File: src/design/decode_cfg.svh
`ifndef DECODE_CFG_SVH
`define DECODE_CFG_SVH

// instruction, data and pc word width
`define DATA_WIDTH 32

// general register file size
`define GPR_NUM 32

// register address width, derived from the register count
`define REG_ADDR_WIDTH ($clog2(`GPR_NUM))

// slots per fetch packet, one decode lane each
// 2 or 4 are the intended values
`define DECODE_WIDTH 2

// width of the valid result count, 0 up to DECODE_WIDTH
`define DEC_COUNT_WIDTH ($clog2(`DECODE_WIDTH + 1))

`endif

File: src/design/la_isa_pkg.sv
package la_isa_pkg;

    // 2RI14 major opcodes, instr[31:24]
    typedef enum logic [7:0] {
        LL_W = 8'h20,
        SC_W = 8'h21
    } opc8_e;

    // 2RI12 opcodes, instr[31:22]
    typedef enum logic [9:0] {
        SLTI   = 10'h008,
        ADDI_W = 10'h00A,
        ANDI   = 10'h00D,
        ORI    = 10'h00E,
        LD_W   = 10'h0A2,
        ST_W   = 10'h0A6
    } opc10_e;

    // operation handed to execute
    typedef enum logic [7:0] {
        ALU_NOP  = 8'h00,
        ALU_ADD  = 8'h01,
        ALU_SLT  = 8'h02,
        ALU_AND  = 8'h03,
        ALU_OR   = 8'h04,
        ALU_LL   = 8'h05,
        ALU_SC   = 8'h06,
        ALU_LD_W = 8'h07,
        ALU_ST_W = 8'h08
    } aluop_e;

    // which result path the instruction writes back through
    typedef enum logic [2:0] {
        RES_NOP        = 3'd0,
        RES_ARITH      = 3'd1,
        RES_LOGIC      = 3'd2,
        RES_MOVE       = 3'd3,
        RES_LOAD_STORE = 3'd4
    } alusel_e;

endpackage

File: src/design/core_types_pkg.sv
`include "decode_cfg.svh"

package core_types_pkg;

    // one fetched slot, pc already per slot
    typedef struct packed {
        logic                   valid;
        logic [`DATA_WIDTH-1:0] pc;
        logic [`DATA_WIDTH-1:0] instr;
    } instr_buffer_info_t;

    // decoded instruction as seen by the rest of the pipeline
    typedef struct packed {
        logic                         valid;
        // valid slot whose word no decoder accepted
        logic                         illegal;
        logic [`DATA_WIDTH-1:0]       pc;
        // {rk-slot, rj-slot}
        logic [1:0]                   reg_read_valid;
        logic [2*`REG_ADDR_WIDTH-1:0] reg_read_addr;
        // immediate replaces the second operand
        logic                         use_imm;
        logic [`DATA_WIDTH-1:0]       imm;
        logic                         reg_write_valid;
        logic [`REG_ADDR_WIDTH-1:0]   reg_write_addr;
        la_isa_pkg::aluop_e           aluop;
        la_isa_pkg::alusel_e          alusel;
    } decode_result_t;

endpackage

File: src/design/decoder_2ri14.sv
`include "decode_cfg.svh"

// 2RI14 layout {opcode[8], imm14, rj, rd}
// only the LL.W / SC.W pair is decoded here
module decoder_2ri14 (
    input  core_types_pkg::instr_buffer_info_t instr_info_i,
    output logic                               hit_o,
    output core_types_pkg::decode_result_t     result_o
);

    logic [`DATA_WIDTH-1:0]     instr;
    logic [`REG_ADDR_WIDTH-1:0] rd;
    logic [`REG_ADDR_WIDTH-1:0] rj;
    logic [13:0]                imm14;
    logic [`DATA_WIDTH-1:0]     imm_shifted;

    assign instr = instr_info_i.instr;
    assign rd    = instr[4:0];
    assign rj    = instr[9:5];
    assign imm14 = instr[23:10];

    // word offset, sign extended then scaled to bytes
    assign imm_shifted = {{(`DATA_WIDTH - 16){imm14[13]}}, imm14, 2'b00};

    always_comb begin
        hit_o    = 1'b0;
        result_o = '0;
        result_o.aluop  = la_isa_pkg::ALU_NOP;
        result_o.alusel = la_isa_pkg::RES_NOP;
        case (instr[31:24])
            la_isa_pkg::LL_W: begin
                hit_o = 1'b1;
                // base register only
                result_o.reg_read_valid  = 2'b01;
                result_o.reg_read_addr   = {{`REG_ADDR_WIDTH{1'b0}}, rj};
                result_o.reg_write_valid = 1'b1;
                result_o.reg_write_addr  = rd;
                result_o.use_imm         = 1'b0;
                result_o.imm             = imm_shifted;
                result_o.aluop           = la_isa_pkg::ALU_LL;
                result_o.alusel          = la_isa_pkg::RES_MOVE;
            end
            la_isa_pkg::SC_W: begin
                hit_o = 1'b1;
                // rd is both store data and success flag
                result_o.reg_read_valid  = 2'b11;
                result_o.reg_read_addr   = {rd, rj};
                result_o.reg_write_valid = 1'b1;
                result_o.reg_write_addr  = rd;
                result_o.use_imm         = 1'b0;
                result_o.imm             = imm_shifted;
                result_o.aluop           = la_isa_pkg::ALU_SC;
                result_o.alusel          = la_isa_pkg::RES_MOVE;
            end
            default: begin
                hit_o    = 1'b0;
                result_o = '0;
            end
        endcase
    end

endmodule

File: src/design/decoder_2ri12.sv
`include "decode_cfg.svh"

// 2RI12 layout {opcode[10], imm12, rj, rd}
module decoder_2ri12 (
    input  core_types_pkg::instr_buffer_info_t instr_info_i,
    output logic                               hit_o,
    output core_types_pkg::decode_result_t     result_o
);

    logic [`DATA_WIDTH-1:0]     instr;
    logic [`REG_ADDR_WIDTH-1:0] rd;
    logic [`REG_ADDR_WIDTH-1:0] rj;
    logic [11:0]                imm12;
    logic [`DATA_WIDTH-1:0]     imm_sext;
    logic [`DATA_WIDTH-1:0]     imm_zext;

    assign instr    = instr_info_i.instr;
    assign rd       = instr[4:0];
    assign rj       = instr[9:5];
    assign imm12    = instr[21:10];
    assign imm_sext = {{(`DATA_WIDTH - 12){imm12[11]}}, imm12};
    // logic ops take the immediate unsigned
    assign imm_zext = {{(`DATA_WIDTH - 12){1'b0}}, imm12};

    always_comb begin
        hit_o    = 1'b1;
        result_o = '0;
        // common pattern: read rj, write rd, immediate operand
        result_o.reg_read_valid  = 2'b01;
        result_o.reg_read_addr   = {{`REG_ADDR_WIDTH{1'b0}}, rj};
        result_o.reg_write_valid = 1'b1;
        result_o.reg_write_addr  = rd;
        result_o.use_imm         = 1'b1;
        result_o.imm             = imm_sext;
        result_o.aluop           = la_isa_pkg::ALU_NOP;
        result_o.alusel          = la_isa_pkg::RES_NOP;
        case (instr[31:22])
            la_isa_pkg::ADDI_W: begin
                result_o.aluop  = la_isa_pkg::ALU_ADD;
                result_o.alusel = la_isa_pkg::RES_ARITH;
            end
            la_isa_pkg::SLTI: begin
                result_o.aluop  = la_isa_pkg::ALU_SLT;
                result_o.alusel = la_isa_pkg::RES_ARITH;
            end
            la_isa_pkg::ANDI: begin
                result_o.imm    = imm_zext;
                result_o.aluop  = la_isa_pkg::ALU_AND;
                result_o.alusel = la_isa_pkg::RES_LOGIC;
            end
            la_isa_pkg::ORI: begin
                result_o.imm    = imm_zext;
                result_o.aluop  = la_isa_pkg::ALU_OR;
                result_o.alusel = la_isa_pkg::RES_LOGIC;
            end
            la_isa_pkg::LD_W: begin
                result_o.aluop  = la_isa_pkg::ALU_LD_W;
                result_o.alusel = la_isa_pkg::RES_LOAD_STORE;
            end
            la_isa_pkg::ST_W: begin
                // store data comes from rd, nothing written back
                result_o.reg_read_valid  = 2'b11;
                result_o.reg_read_addr   = {rd, rj};
                result_o.reg_write_valid = 1'b0;
                result_o.reg_write_addr  = '0;
                result_o.aluop           = la_isa_pkg::ALU_ST_W;
                result_o.alusel          = la_isa_pkg::RES_LOAD_STORE;
            end
            default: begin
                hit_o    = 1'b0;
                result_o = '0;
            end
        endcase
    end

endmodule

File: src/design/decode_lane.sv
`include "decode_cfg.svh"

// one decode lane, purely combinational
module decode_lane (
    input  core_types_pkg::instr_buffer_info_t instr_info_i,
    output core_types_pkg::decode_result_t     result_o
);

    logic                           hit_2ri14;
    logic                           hit_2ri12;
    core_types_pkg::decode_result_t result_2ri14;
    core_types_pkg::decode_result_t result_2ri12;

    decoder_2ri14 u_dec_2ri14 (
        .instr_info_i (instr_info_i),
        .hit_o        (hit_2ri14),
        .result_o     (result_2ri14)
    );

    decoder_2ri12 u_dec_2ri12 (
        .instr_info_i (instr_info_i),
        .hit_o        (hit_2ri12),
        .result_o     (result_2ri12)
    );

    // opcode spaces are disjoint, so at most one decoder hits
    always_comb begin
        if (hit_2ri14) begin
            result_o = result_2ri14;
        end else if (hit_2ri12) begin
            result_o = result_2ri12;
        end else begin
            // unknown word, no register traffic
            result_o                 = '0;
            result_o.illegal         = instr_info_i.valid;
            result_o.reg_read_valid  = 2'b00;
            result_o.reg_write_valid = 1'b0;
            result_o.aluop           = la_isa_pkg::ALU_NOP;
            result_o.alusel          = la_isa_pkg::RES_NOP;
        end
        result_o.valid = instr_info_i.valid;
        result_o.pc    = instr_info_i.pc;
    end

endmodule

File: src/design/instr_dispatcher.sv
`include "decode_cfg.svh"

// first register stage of decode
module instr_dispatcher (
    input  logic                                                 clk_i,
    input  logic                                                 arst_n_i,
    input  logic [`DECODE_WIDTH-1:0]                             fetch_valid_i,
    input  logic [`DATA_WIDTH-1:0]                               fetch_pc_i,
    input  logic [`DECODE_WIDTH-1:0][`DATA_WIDTH-1:0]            fetch_instr_i,
    output core_types_pkg::instr_buffer_info_t [`DECODE_WIDTH-1:0] slot_o
);

    logic [`DECODE_WIDTH-1:0]                  valid_q;
    logic [`DECODE_WIDTH-1:0][`DATA_WIDTH-1:0] pc_q;
    logic [`DECODE_WIDTH-1:0][`DATA_WIDTH-1:0] instr_q;

    always_ff @(posedge clk_i or negedge arst_n_i) begin
        if (!arst_n_i) begin
            valid_q <= '0;
        end else begin
            valid_q <= fetch_valid_i;
        end
    end

    // slot k sits k words after the packet base
    always_ff @(posedge clk_i) begin
        for (int k = 0; k < `DECODE_WIDTH; k++) begin
            pc_q[k]    <= fetch_pc_i + `DATA_WIDTH'(4 * k);
            instr_q[k] <= fetch_instr_i[k];
        end
    end

    always_comb begin
        for (int k = 0; k < `DECODE_WIDTH; k++) begin
            slot_o[k].valid = valid_q[k];
            slot_o[k].pc    = pc_q[k];
            slot_o[k].instr = instr_q[k];
        end
    end

endmodule

File: src/design/decode_collector.sv
`include "decode_cfg.svh"

// compacts valid lane results toward slot 0, program order kept
module decode_collector (
    input  logic                                                 clk_i,
    input  logic                                                 arst_n_i,
    input  core_types_pkg::decode_result_t [`DECODE_WIDTH-1:0]   lane_result_i,
    output core_types_pkg::decode_result_t [`DECODE_WIDTH-1:0]   dec_result_o,
    output logic [`DEC_COUNT_WIDTH-1:0]                          dec_count_o
);

    core_types_pkg::decode_result_t [`DECODE_WIDTH-1:0] packed_d;
    core_types_pkg::decode_result_t [`DECODE_WIDTH-1:0] result_q;
    logic [`DEC_COUNT_WIDTH-1:0]                        count_d;
    logic [`DECODE_WIDTH-1:0]                           valid_q;
    logic [`DEC_COUNT_WIDTH-1:0]                        count_q;

    // count_d doubles as the next free output slot
    always_comb begin
        packed_d = '0;
        count_d  = '0;
        for (int k = 0; k < `DECODE_WIDTH; k++) begin
            if (lane_result_i[k].valid) begin
                packed_d[count_d] = lane_result_i[k];
                count_d           = count_d + 1'b1;
            end
        end
    end

    always_ff @(posedge clk_i or negedge arst_n_i) begin
        if (!arst_n_i) begin
            valid_q <= '0;
            count_q <= '0;
        end else begin
            for (int k = 0; k < `DECODE_WIDTH; k++) begin
                valid_q[k] <= packed_d[k].valid;
            end
            count_q <= count_d;
        end
    end

    always_ff @(posedge clk_i) begin
        result_q <= packed_d;
    end

    // valid comes from the reset flops, payload from the plain ones
    always_comb begin
        for (int k = 0; k < `DECODE_WIDTH; k++) begin
            dec_result_o[k]       = result_q[k];
            dec_result_o[k].valid = valid_q[k];
        end
    end

    assign dec_count_o = count_q;

endmodule

File: src/design/decode_stage.sv
`include "decode_cfg.svh"

// decode stage top, two cycles from fetch packet to results
module decode_stage (
    input  logic                                                 clk_i,
    input  logic                                                 arst_n_i,
    input  logic [`DECODE_WIDTH-1:0]                             fetch_valid_i,
    input  logic [`DATA_WIDTH-1:0]                               fetch_pc_i,
    input  logic [`DECODE_WIDTH-1:0][`DATA_WIDTH-1:0]            fetch_instr_i,
    output core_types_pkg::decode_result_t [`DECODE_WIDTH-1:0]   dec_result_o,
    output logic [`DEC_COUNT_WIDTH-1:0]                          dec_count_o
);

    core_types_pkg::instr_buffer_info_t [`DECODE_WIDTH-1:0] slot;
    core_types_pkg::decode_result_t [`DECODE_WIDTH-1:0]     lane_result;

    instr_dispatcher u_dispatcher (
        .clk_i         (clk_i),
        .arst_n_i      (arst_n_i),
        .fetch_valid_i (fetch_valid_i),
        .fetch_pc_i    (fetch_pc_i),
        .fetch_instr_i (fetch_instr_i),
        .slot_o        (slot)
    );

    for (genvar g = 0; g < `DECODE_WIDTH; g++) begin : g_lane
        decode_lane u_lane (
            .instr_info_i (slot[g]),
            .result_o     (lane_result[g])
        );
    end

    decode_collector u_collector (
        .clk_i         (clk_i),
        .arst_n_i      (arst_n_i),
        .lane_result_i (lane_result),
        .dec_result_o  (dec_result_o),
        .dec_count_o   (dec_count_o)
    );

endmodule

File: config.mk
export PLATFORM = sky130hd
export DESIGN_NAME = decode_stage
export DESIGN_NICKNAME = d
export VERILOG_FILES = /design/src/design/la_isa_pkg.sv /design/src/design/core_types_pkg.sv /design/src/design/decoder_2ri14.sv /design/src/design/decoder_2ri12.sv /design/src/design/decode_lane.sv /design/src/design/instr_dispatcher.sv /design/src/design/decode_collector.sv /design/src/design/decode_stage.sv
export VERILOG_INCLUDE_DIRS = /design/src /design/src/design
export SDC_FILE = /design/constraint.sdc
export NUM_CORES = 1
export LEC_CHECK = 0
export ABC_AREA = 1
export ABC_CLOCK_PERIOD_IN_PS = 2700
export BUFFER_PORTS_ARGS = -buffer_cell sky130_fd_sc_hd__buf_2
export CAP_MARGIN = 5
export CELL_PAD_IN_SITES_DETAIL_PLACEMENT = 1
export CELL_PAD_IN_SITES_GLOBAL_PLACEMENT = 2
export CORE_ASPECT_RATIO = 0.75
export CORE_MARGIN = 3
export CORE_UTILIZATION = 32
export DETAILED_ROUTE_END_ITERATION = 6
export PLACE_DENSITY_LB_ADDON = 0.08
export SYNTH_ARGS = -nofsm -noshare
export SYNTH_HDL_FRONTEND = slang
export SYNTH_SLANG_ARGS = --single-unit
File: constraint.sdc
create_clock -name clk_i -period 2.7 [get_ports clk_i]
set_input_delay 0.27 -clock clk_i [delete_from_list [all_inputs] [get_ports clk_i]]
set_output_delay 0.27 -clock clk_i [all_outputs]
set_load 0.01 [all_outputs]
Yosys cells after proc, flatten, opt, wreduce, memory -nomap -nowiden
Cells that the tools add are included.
- register bits: 324
- bits of input ports: 100
- output and inout port bits: 194
- logic and storage cells: 83
- add/sub/neg operators: 2
- magnitude comparators: 2
- equality and inequality tests: 16
- muxes and demuxes: 25
- reductions and logical operators: 11
- operators by type and width (kind ; count):
    2-to-1 mux 95 bit ; 4
    one-hot mux 62 bit (2 select lines) ; 2
    bitwise mux 192 bit ; 1
    2-to-1 mux 192 bit ; 1
    2-to-1 mux 96 bit ; 2
    one-hot mux 32 bit (2 select lines) ; 2
    demux 96 bit (select 1 bit) ; 1
    one-hot mux 7 bit (6 select lines) ; 2
    equality test 10 x 4 -> 1 bit (second input constant) ; 8
    one-hot mux 12 bit (2 select lines) ; 2
    equality test 10 x 8 -> 1 bit (second input constant) ; 4
    adder 32 x 3 -> 32 bit (second input constant) ; 1
    equality test 8 x 6 -> 1 bit (second input constant) ; 4
    2-to-1 mux 6 bit ; 2
    OR reduction 6 bit ; 2
    OR reduction 5 bit ; 2
    OR reduction 2 bit ; 4
    OR reduction 4 bit ; 2
    2-to-1 mux 1 bit ; 5
    adder 1 x 1 -> 2 bit (second input constant) ; 1
    < comparator 1 x 2 -> 1 bit (second input constant) ; 1
    2-to-1 mux 2 bit ; 1
    >= comparator 1 bit (second input constant) ; 1
    logical AND 1 bit ; 1

Logic depth before layout (Yosys ltp)
Gate-level depths: netlist of the first run.
- depth after elaboration: 8
- mapped depth: 11

By module
A second synthesis of the first run with hierarchy kept.
- cell total of the unflattened synthesis: 2153
- area, all modules: 16938.7 um2
- by module, submodules not included (module ; times used ; cells an instance ; area each (um2)):
    decode_collector ; 1 ; 727 ; 6289.8
    instr_dispatcher ; 1 ; 304 ; 3514.6
    decode_lane ; 2 ; 248 ; 1641.6
    decoder_2ri12 ; 2 ; 169 ; 994.7
    decoder_2ri14 ; 2 ; 144 ; 930.9

Worst setup path after synthesis of the first run
OpenSTA, ideal clock, no wires.
- path kind: reg2reg
- start: register u_dispatcher.valid_q[1]
- end: register u_collector.result_q (netlist bit u_collector.dec_result_o[154])
- arrival time: 1.236 ns
- required time: 2.570 ns
- path slack: 1.335 ns
- cell stages (with the launch flop): 6
- path buffers: 2
- path through: dfrtp_1 -> ha_1 -> clkbuf_1 -> inv_1 -> clkbuf_1 -> nor3_1
- RTL lines (item ; line ; text):
    start: declaration ; instr_dispatcher.sv:13 ; logic [`DECODE_WIDTH-1:0] valid_q;
    start signal: assignment ; instr_dispatcher.sv:21 ; valid_q <= fetch_valid_i;
    end signal: assignment ; decode_collector.sv:43 ; result_q <= packed_d;
    end: declaration ; decode_collector.sv:13 ; core_types_pkg::decode_result_t [`DECODE_WIDTH-1:0] result_q;

Worst setup path after layout of the first run
- start: input fetch_pc_i[9]
- end: register u_dispatcher.pc_q (netlist bit u_dispatcher.slot_o[126])
- longest elaborated chain between the ends: 1
- RTL lines (item ; line ; text):
    start: declaration ; decode_stage.sv:8 ; input logic [`DATA_WIDTH-1:0] fetch_pc_i,
    adder 32 x 3 -> 32 bit ; instr_dispatcher.sv:28 ; pc_q[k] <= fetch_pc_i + `DATA_WIDTH'(4 * k);
    end signal: indexed assignment ; instr_dispatcher.sv:28 ;
    end: declaration ; instr_dispatcher.sv:14 ; logic [`DECODE_WIDTH-1:0][`DATA_WIDTH-1:0] pc_q;
Every way passes these cells.
A chain may end at the register's enable or synchronous reset.

==> results of run 1 <==
-- worst reg2reg max path, delay by kind of cell, from the launching register on --
family | cells | cell delay (ns)
and+or+nand+nor | 5 | 0.99
AOI/OAI and AO/OA | 1 | 0.27
buffers and inverters | 1 | 0.05
DFF | 1 | 0.32
-- per-stage QoR --
stage | hold WS, ns | utilization [%] | std cells | cell area [um^2]
2_1_floorplan | -0.0256 | - | 977 | 9200
3_3_place_gp | 0.110 | 38.2 | 1588 | 10700
3_5_place_dp | 0.108 | 38.2 | 1588 | 10700
4_1_cts | 0.0461 | 45.0 | 1738 | 12600
5_1_grt | 0.0790 | 45.0 | 1739 | 12700
6_report | 0.0816 | 45.0 | 1739 | 12700
-- power groups by stage --
stage / combinational (mW) / clock [mW] / sequential [mW]
global route: 0.621 / 4.18 / 4.42
floorplan: 0.198 / 0 / 4.51
finish: 0.558 / 3.87 / 4.40
global placement: 0.446 / 0 / 4.50
detailed placement: 0.448 / 0 / 4.50
CTS: 0.565 / 4.01 / 4.41
-- final cells by class --
type,instances,area [um^2],area share (%)
sequential,281,5650,44.7
multi-input combinational,519,2710,21.4
timing repair buffer,391,2470,19.5
clock buffer,38,800,6.32
tap,385,482,3.81
inverter,111,420,3.32
clock inverter,13,119,0.940
antenna,1,2.50,0.0198
-- sequential cells by signal (all words and copies together), names as in the netlist --
signal,cells
u_dispatcher.valid_q,2
u_dispatcher.slot_o,126
u_collector.valid_q,1
u_collector.dec_result_o,150
u_collector.dec_count_o,2
-- logic make-up after synthesis --
logic type                 after synthesis  share of synthesized area, %
and+or+nand+nor                        417                          21.1
DFF                                    281                          61.6
buffers and inverters                  177                          9.26
AOI/OAI and AO/OA                       66                          5.20
xor gates and xnor gates                25                          2.39
adders and majority gates                3                         0.409
other                                    1                        0.0409
-- cell usage in the layout (no fill, tap or decap), drive strengths merged --
cell         instances
o211ai               2
clkbuf              38
clkinv              13
xor2                13
and3                 1
nand2              237
a22o                30
nand3b               4
nor3                14
dfxtp              276
dfrtp                5
nand4               12
diode                1
inv                109
ha                   3
buf                292
o21ai               22
nand3               60
or2                  1
dlygate4sd3         99
o22ai                5
conb                 8
a21oi                7
and2                 1
nor3b                1
nor2                86
xnor2               12
bufinv               2
-- metal layers --
metal | GRT usage (%) | up-vias
li1 | - | 3706
met1 | 24.4 | 3363
met2 | 26.7 | 186
met3 | 5.98 | 36
met4 | 4.05 | 0
met5 | 0 | -
-- how the worst max path moves through the flow --
stage                                        from                             to  slack (ns)  cells past startpoint
after floorplan           u_dispatcher.valid_q[1]  u_collector.dec_result_o[154]        1.33                      5
after global placement              fetch_pc_i[9]       u_dispatcher.slot_o[126]        0.56                      6
after detailed placement            fetch_pc_i[9]       u_dispatcher.slot_o[126]        0.54                      6
after CTS                           fetch_pc_i[9]       u_dispatcher.slot_o[126]        0.58                      7
after global routing                fetch_pc_i[9]       u_dispatcher.slot_o[126]        0.43                      7
final                               fetch_pc_i[9]       u_dispatcher.slot_o[126]        0.59                      7
==> out/summary.txt, run 1 <==
Setup slack on the worst flop-to-flop path = 0.99 ns
Via count of the first global-routing pass = 7703
Number of standard cells after synthesis = 970
Final Total Pwr = 8.83 mW
Maximum number of pins on one net before global-route repair = 45
Routed wire length on met3 = 2210 um
Maximum ir drop on the vdd rail = 0.000463 V
Clock sink count = 281
Wire length of the first global-routing pass = 43100 um
Shortest period the worst path allows = 2.11 ns
Sum of buffers and inverters on the critical path = 3
Count of fill cells added during filler insertion = 3316
Worst Path Arrival = 2.54 ns
Run status = complete, no violations
Final weighted congestion in routability-driven placement = 0.804
Routed length per placed instance = 15.8 um
Top cell type by total area after synthesis = sky130_fd_sc_hd__dfxtp_1
Ports placed on the boundary = 294
Die Span X = 201 um
Worst-Margin Slew = 0.672 ns
Register area share after synthesis = 61.6%
Site Rows = 53
Clock tree root driver cell = sky130_fd_sc_hd__clkbuf_16
Number of detailed-routing iterations run before antenna repair = 4
Overall global routing resource usage = 17.6%
Clock network latency to the later pin of the worst-skew pair = 0.55 ns
Sequential share of power = 49.9%
Post-CTS setup buffers = 0
Total via count after detailed routing = 7291
Count of synthesis-stage warnings from yosys = 0
Number of cells on the worst reg-to-reg path = 7
Share of flip-flops with an asynchronous set or reset after synthesis = 1.78%
Clock-pin slew on the worst setup and hold paths = 0.06 ns
Die ar. = 30800 um^2
Cts bufs inserted = 28
Switching fraction of total power = 22.5%
Fin worst setup slack = 0.593 ns
Switching Power = 1.99 mW
Layout cell share with drive strength beyond 1 = 29.3%
Flop and latch count out of synthesis = 281
Hold buffer count at cts = 99
Leftover overflow at the end of global routing = 0
Critical-path maximum fanout = 4
Critical Path End Type = register
Average footprint of a synthesized cell = 9.46 um^2
Type of origin of the critical path = input pin
Final critical-path share of the clock period = 78.0%
Highest clock rate = 475 MHz
Slowest stage cell, crit path = sky130_fd_sc_hd__nor3b_1
Power density of the placed cells = 698 nW/um^2
Final worst clock skew = 0.00717 ns
Clock tree from TritonCTS = done
Dominant cells by area after synthesis = sky130_fd_sc_hd__dfxtp_1 (60%), sky130_fd_sc_hd__nand2_1 (9.1%), sky130_fd_sc_hd__inv_1 (4.1%), sky130_fd_sc_hd__buf_4 (3.4%), sky130_fd_sc_hd__a22o_1 (2.9%)
Critical path required time = 3.14 ns
Maximum root-to-sink buffer count = 3
Clk pwr share = 43.8%
Cells along the critical path = dlygate4sd3_1 > buf_2 > inv_1 > nor3_1 > nor3b_1 > nand2_1 > xnor2_1
Number of nets in the layout = 1435
Placed wire-length estimate = 19800 um
Count of antenna-violating nets left after detailed routing = 0
Layout Area Growth over Synthesis = 37.9%
Count of final setup violators = 0
EDFF count, synth = 0
Port Buf Inserts = 285
Met2 wire len = 11600 um
Hold/Removal Path Class = in -> async
End of the worst register-to-register path = u_collector.dec_result_o[59]
Number of max-slew violations in the final report = 0
Prevailing post-synth register cell = sky130_fd_sc_hd__dfxtp_1
R2r startpoint = u_dispatcher.slot_o[30]
Die outline height = 153 um
Initial antenna violation count = 1
Count of cell types in the netlist = 44
Setup repair after global routing missed its margin = false
Post-cts sizing count = 0
Standard cell core area = 28100 um^2
Commonest cells in the synthesized netlist = sky130_fd_sc_hd__dfxtp_1 (276), sky130_fd_sc_hd__nand2_1 (222), sky130_fd_sc_hd__inv_1 (100), sky130_fd_sc_hd__nor2_1 (70), sky130_fd_sc_hd__nand3_1 (52)
Final TNS setup = 0 ns
Type of the setup path with the least slack = in -> reg
Max capacitance violation total = 0
Initial core utilization = 32.6%
Count of final hold-check violations = 0
Placement Setup Slack = 0.538 ns
Biggest cell delay along the critical path = 0.64 ns
Post-synth design cell area = 9170 um^2
Final routed wirelength across all metal layers = 27600 um
Internal portion of total power = 6.85 mW
Level count of the clock H-tree = 1
Dominant cell by count in the synthesized netlist = sky130_fd_sc_hd__dfxtp_1
Leakage dissipation = 6.58 nW
Top-area cell type share of the netlist area = 60.2%
Max-slew headroom = 54.8%
Vias per cell = 4.19
Proportion of power drawn by combinational gates = 6.3%
WL met1 = 13200 um
Iter 0 DRT Violations = 258
Largest delay share family, worst path = simple AND/OR/NAND/NOR gates
Residual DRC count = 0
DR top layer = met4
Power figures use the tool's default switching activity.
==> run 2: changes to the inputs <==
--- a/config.mk
+++ b/config.mk
@@ -7,14 +7,14 @@
 export NUM_CORES = 1
 export LEC_CHECK = 0
 export ABC_AREA = 1
-export ABC_CLOCK_PERIOD_IN_PS = 2700
+export ABC_CLOCK_PERIOD_IN_PS = 2180
 export BUFFER_PORTS_ARGS = -buffer_cell sky130_fd_sc_hd__buf_2
 export CAP_MARGIN = 5
 export CELL_PAD_IN_SITES_DETAIL_PLACEMENT = 1
 export CELL_PAD_IN_SITES_GLOBAL_PLACEMENT = 2
 export CORE_ASPECT_RATIO = 0.75
 export CORE_MARGIN = 3
-export CORE_UTILIZATION = 32
+export CORE_UTILIZATION = 29
 export DETAILED_ROUTE_END_ITERATION = 6
 export PLACE_DENSITY_LB_ADDON = 0.08
 export SYNTH_ARGS = -nofsm -noshare
==> constraint.sdc (replaced) <==
create_clock -name clk_i -period 2.18 [get_ports clk_i]
set_input_delay 0.218 -clock clk_i [delete_from_list [all_inputs] [get_ports clk_i]]
set_output_delay 0.218 -clock clk_i [all_outputs]
set_load 0.01 [all_outputs]
==> run 2 against run 1 <==
Sequential share of layout area fell by 0.26 points. Hold slack got worse by 0.047 ns. Register-to-register slack got worse by 0.48 ns. Worst setup slack got worse by 0.088 ns. Core utilization fell by 3.4 points. Non-clock buffer count rose by 1. Global-route usage fell by 0.92 points. Design area rose by 0.59%. First-iteration DRC count rose by 17%. Clock power rose by 27%. Critical endpoint is now u_collector.dec_result_o[27].
==> out/summary.txt, run 2 (same netlist as run 1, synthesis figures left out) <==
Run status = complete, no violations (unchanged)
Switching fraction of total power = 22.9% (was 22.5%)
R2r startpoint = u_dispatcher.slot_o[96] (was u_dispatcher.slot_o[30])
Layout cell share with drive strength beyond 1 = 29.5% (was 29.3%)
Clock network latency to the later pin of the worst-skew pair = 0.55 ns (about the same)
Final worst clock skew = 0.0120 ns (was 0.00717 ns)
Residual DRC count = 0 (unchanged)
Type of the setup path with the least slack = reg -> reg (was in -> reg)
Placed Cells incl. Taps = 1603 (was 1588)
Count of fill cells added during filler insertion = 3573 (was 3316)
Clock-pin slew on the worst setup and hold paths = 0.07 ns (was 0.06 ns)
Level count of the clock H-tree = 1 (unchanged)
Sequential share of power = 49.3% (was 49.9%)
Shortest period the worst path allows = 1.67 ns
Cts bufs inserted = 29 (was 28)
Placed cell area = 10800 um^2 (was 10700 um^2)
Slowest stage cell, crit path = sky130_fd_sc_hd__nor3_4 (was sky130_fd_sc_hd__nor3b_1)
Number of non-filler instances in the completed layout = 1757 (was 1739)
Critical path required time = 2.67 ns (was 3.14 ns)
Setup slack on the worst flop-to-flop path = 0.51 ns (was 0.99 ns)
Final TNS setup = 0 ns (unchanged)
Count of final hold-check violations = 0 (unchanged)
Die Span X = 211 um (was 201 um)
Via count of the first global-routing pass = 7786 (was 7703)
Layout Area Growth over Synthesis = 38.7% (was 37.9%)
Final critical-path share of the clock period = 76.8%
Leakage dissipation = 6.59 nW (was 6.58 nW)
Die ar. = 33800 um^2 (was 30800 um^2)
Number of cells on the worst reg-to-reg path = 7 (unchanged)
Max capacitance violation total = 0 (unchanged)
Clock tree root driver cell = sky130_fd_sc_hd__clkbuf_16 (unchanged)
Type of origin of the critical path = register (was input pin)
Number of detailed-routing iterations run before antenna repair = 4 (unchanged)
Count of final setup violators = 0 (unchanged)
Biggest cell delay along the critical path = 0.57 ns (was 0.64 ns)
Total via count after detailed routing = 7383 (was 7291)
Iter 0 DRT Violations = 303 (was 258)
Standard cell core area = 30600 um^2 (was 28100 um^2)
Maximum number of pins on one net before global-route repair = 44 (was 45)
Site Rows = 55 (was 53)
Clk pwr share = 44.3% (was 43.8%)
Critical-path maximum fanout = 15 (was 4)
Leftover overflow at the end of global routing = 0 (unchanged)
Worst-Margin Slew = 0.664 ns (was 0.672 ns)
Fin worst setup slack = 0.506 ns (was 0.593 ns)
End of the worst register-to-register path = u_collector.dec_result_o[27] (was u_collector.dec_result_o[59])
Wire length of the first global-routing pass = 44300 um (was 43100 um)
Final Hold Slack = 0.0345 ns (was 0.0816 ns)
Port Buf Inserts = 285 (unchanged)
Final weighted congestion in routability-driven placement = 0.798 (was 0.804)
Clock sink count = 281 (unchanged)
Overall global routing resource usage = 16.7% (was 17.6%)
Final routed wirelength across all metal layers = 28700 um (was 27600 um)
Final Total Pwr = 11.1 mW (was 8.83 mW)
Worst Path Arrival = 2.16 ns (was 2.54 ns)
Ports placed on the boundary = 294 (unchanged)
Post-cts sizing count = 0 (unchanged)
Routed length per placed instance = 16.4 um (was 15.8 um)
Initial core utilization = 30.0% (was 32.6%)
Placement Setup Slack = 0.465 ns (was 0.538 ns)
Initial antenna violation count = 1 (unchanged)
Commonest cells after routing, fill and taps aside = sky130_fd_sc_hd__buf_2 (285), sky130_fd_sc_hd__dfxtp_1 (276), sky130_fd_sc_hd__nand2_1 (222) (unchanged)
Maximum root-to-sink buffer count = 3 (unchanged)
Clock tree from TritonCTS = done (unchanged)
Final Instance Area = 12700 um^2 (about the same)
Proportion of power drawn by combinational gates = 6.4% (was 6.3%)
Critical Path End Type = register (unchanged)
Vias per cell = 4.20 (was 4.19)
Number of nets in the layout = 1437 (was 1435)
Switching Power = 2.53 mW (was 1.99 mW)
Maximum ir drop on the vdd rail = 0.000562 V (was 0.000463 V)
Internal portion of total power = 8.54 mW (was 6.85 mW)
Final core utilization = 41.6% (was 45.0%)
Hold/Removal Path Class = in -> async (unchanged)
Commonest non-fill, non-tap cell in the layout = sky130_fd_sc_hd__buf_2 (unchanged)
Count of antenna-violating nets left after detailed routing = 0 (unchanged)
Number of max-slew violations in the final report = 0 (unchanged)
Max-slew headroom = 55.6% (was 54.8%)
Power density of the placed cells = 870 nW/um^2 (was 698 nW/um^2)
Die outline height = 160 um (was 153 um)
Placed wire-length estimate = 21100 um (was 19800 um)
Cells along the critical path = nor2_8 > nand2_4 > nor3_4 > nand2_1 > nand3_1 > nand2_1 > nand3_1 (was dlygate4sd3_1 > buf_2 > inv_1 > nor3_1 > nor3b_1 > nand2_1 > xnor2_1)
Setup repair after global routing missed its margin = false (unchanged)
Highest clock rate = 597 MHz
Number of flip-flops under the largest register name = 150 (unchanged)
run 2: layout make-up:
cell class / count / area [um^2] / area share [%]
antenna: 1 / 2.50 / 0.0197
clock buffer: 39 / 813 / 6.39
clock inverter: 15 / 143 / 1.12
inverter: 111 / 420 / 3.30
multi-input combinational: 519 / 2710 / 21.3
sequential: 281 / 5650 / 44.4
tap: 399 / 499 / 3.92
timing repair buffer: 392 / 2490 / 19.6
run 2: timing repair:
action                                 in CTS  in global routing
endpoints found under the hold margin     133                  0
setup buffers                               0                  0
hold buffers                               99                  0
run 2: how the worst max path moves through the flow:
stage,from,end,slack [ns],cells past startpoint
finish,u_dispatcher.slot_o[96],u_collector.dec_result_o[27],0.51,7
global route,u_dispatcher.slot_o[96],u_collector.dec_result_o[31],0.27,7
detailed placement,fetch_pc_i[2],u_dispatcher.slot_o[121],0.46,11
global placement,u_dispatcher.slot_o[96],u_collector.dec_result_o[27],0.44,7
CTS,u_dispatcher.slot_o[96],u_collector.dec_result_o[27],0.45,7
floorplan,u_dispatcher.valid_q[1],u_collector.dec_result_o[154],0.81,5
run 2: layer usage:
layer / vias up / share of wire, % / global-route usage [%]
met2: 177 / 40 / 24.4
met3: 40 / 6.7 / 5.05
met1: 3455 / 51 / 24.3
met5: - / 0.045 / 0
met4: 2 / 1.7 / 3.47
li1: 3709 / - / -
run 2: power groups by stage:
stage	Sequential [mW]	Combinational [mW]	Clock, mW
2_1_floorplan	5.58	0.245	0
3_3_place_gp	5.57	0.569	0
3_5_place_dp	5.57	0.569	0
4_1_cts	5.46	0.715	5.09
5_1_grt	5.48	0.781	5.32
6_report	5.46	0.704	4.91
run 2: worst max-delay path: cells and delay by family (launching register included):
kind,cells,cell delay [ns]
flip-flops,1,0.35
AND/OR/NAND/NOR,7,1.25
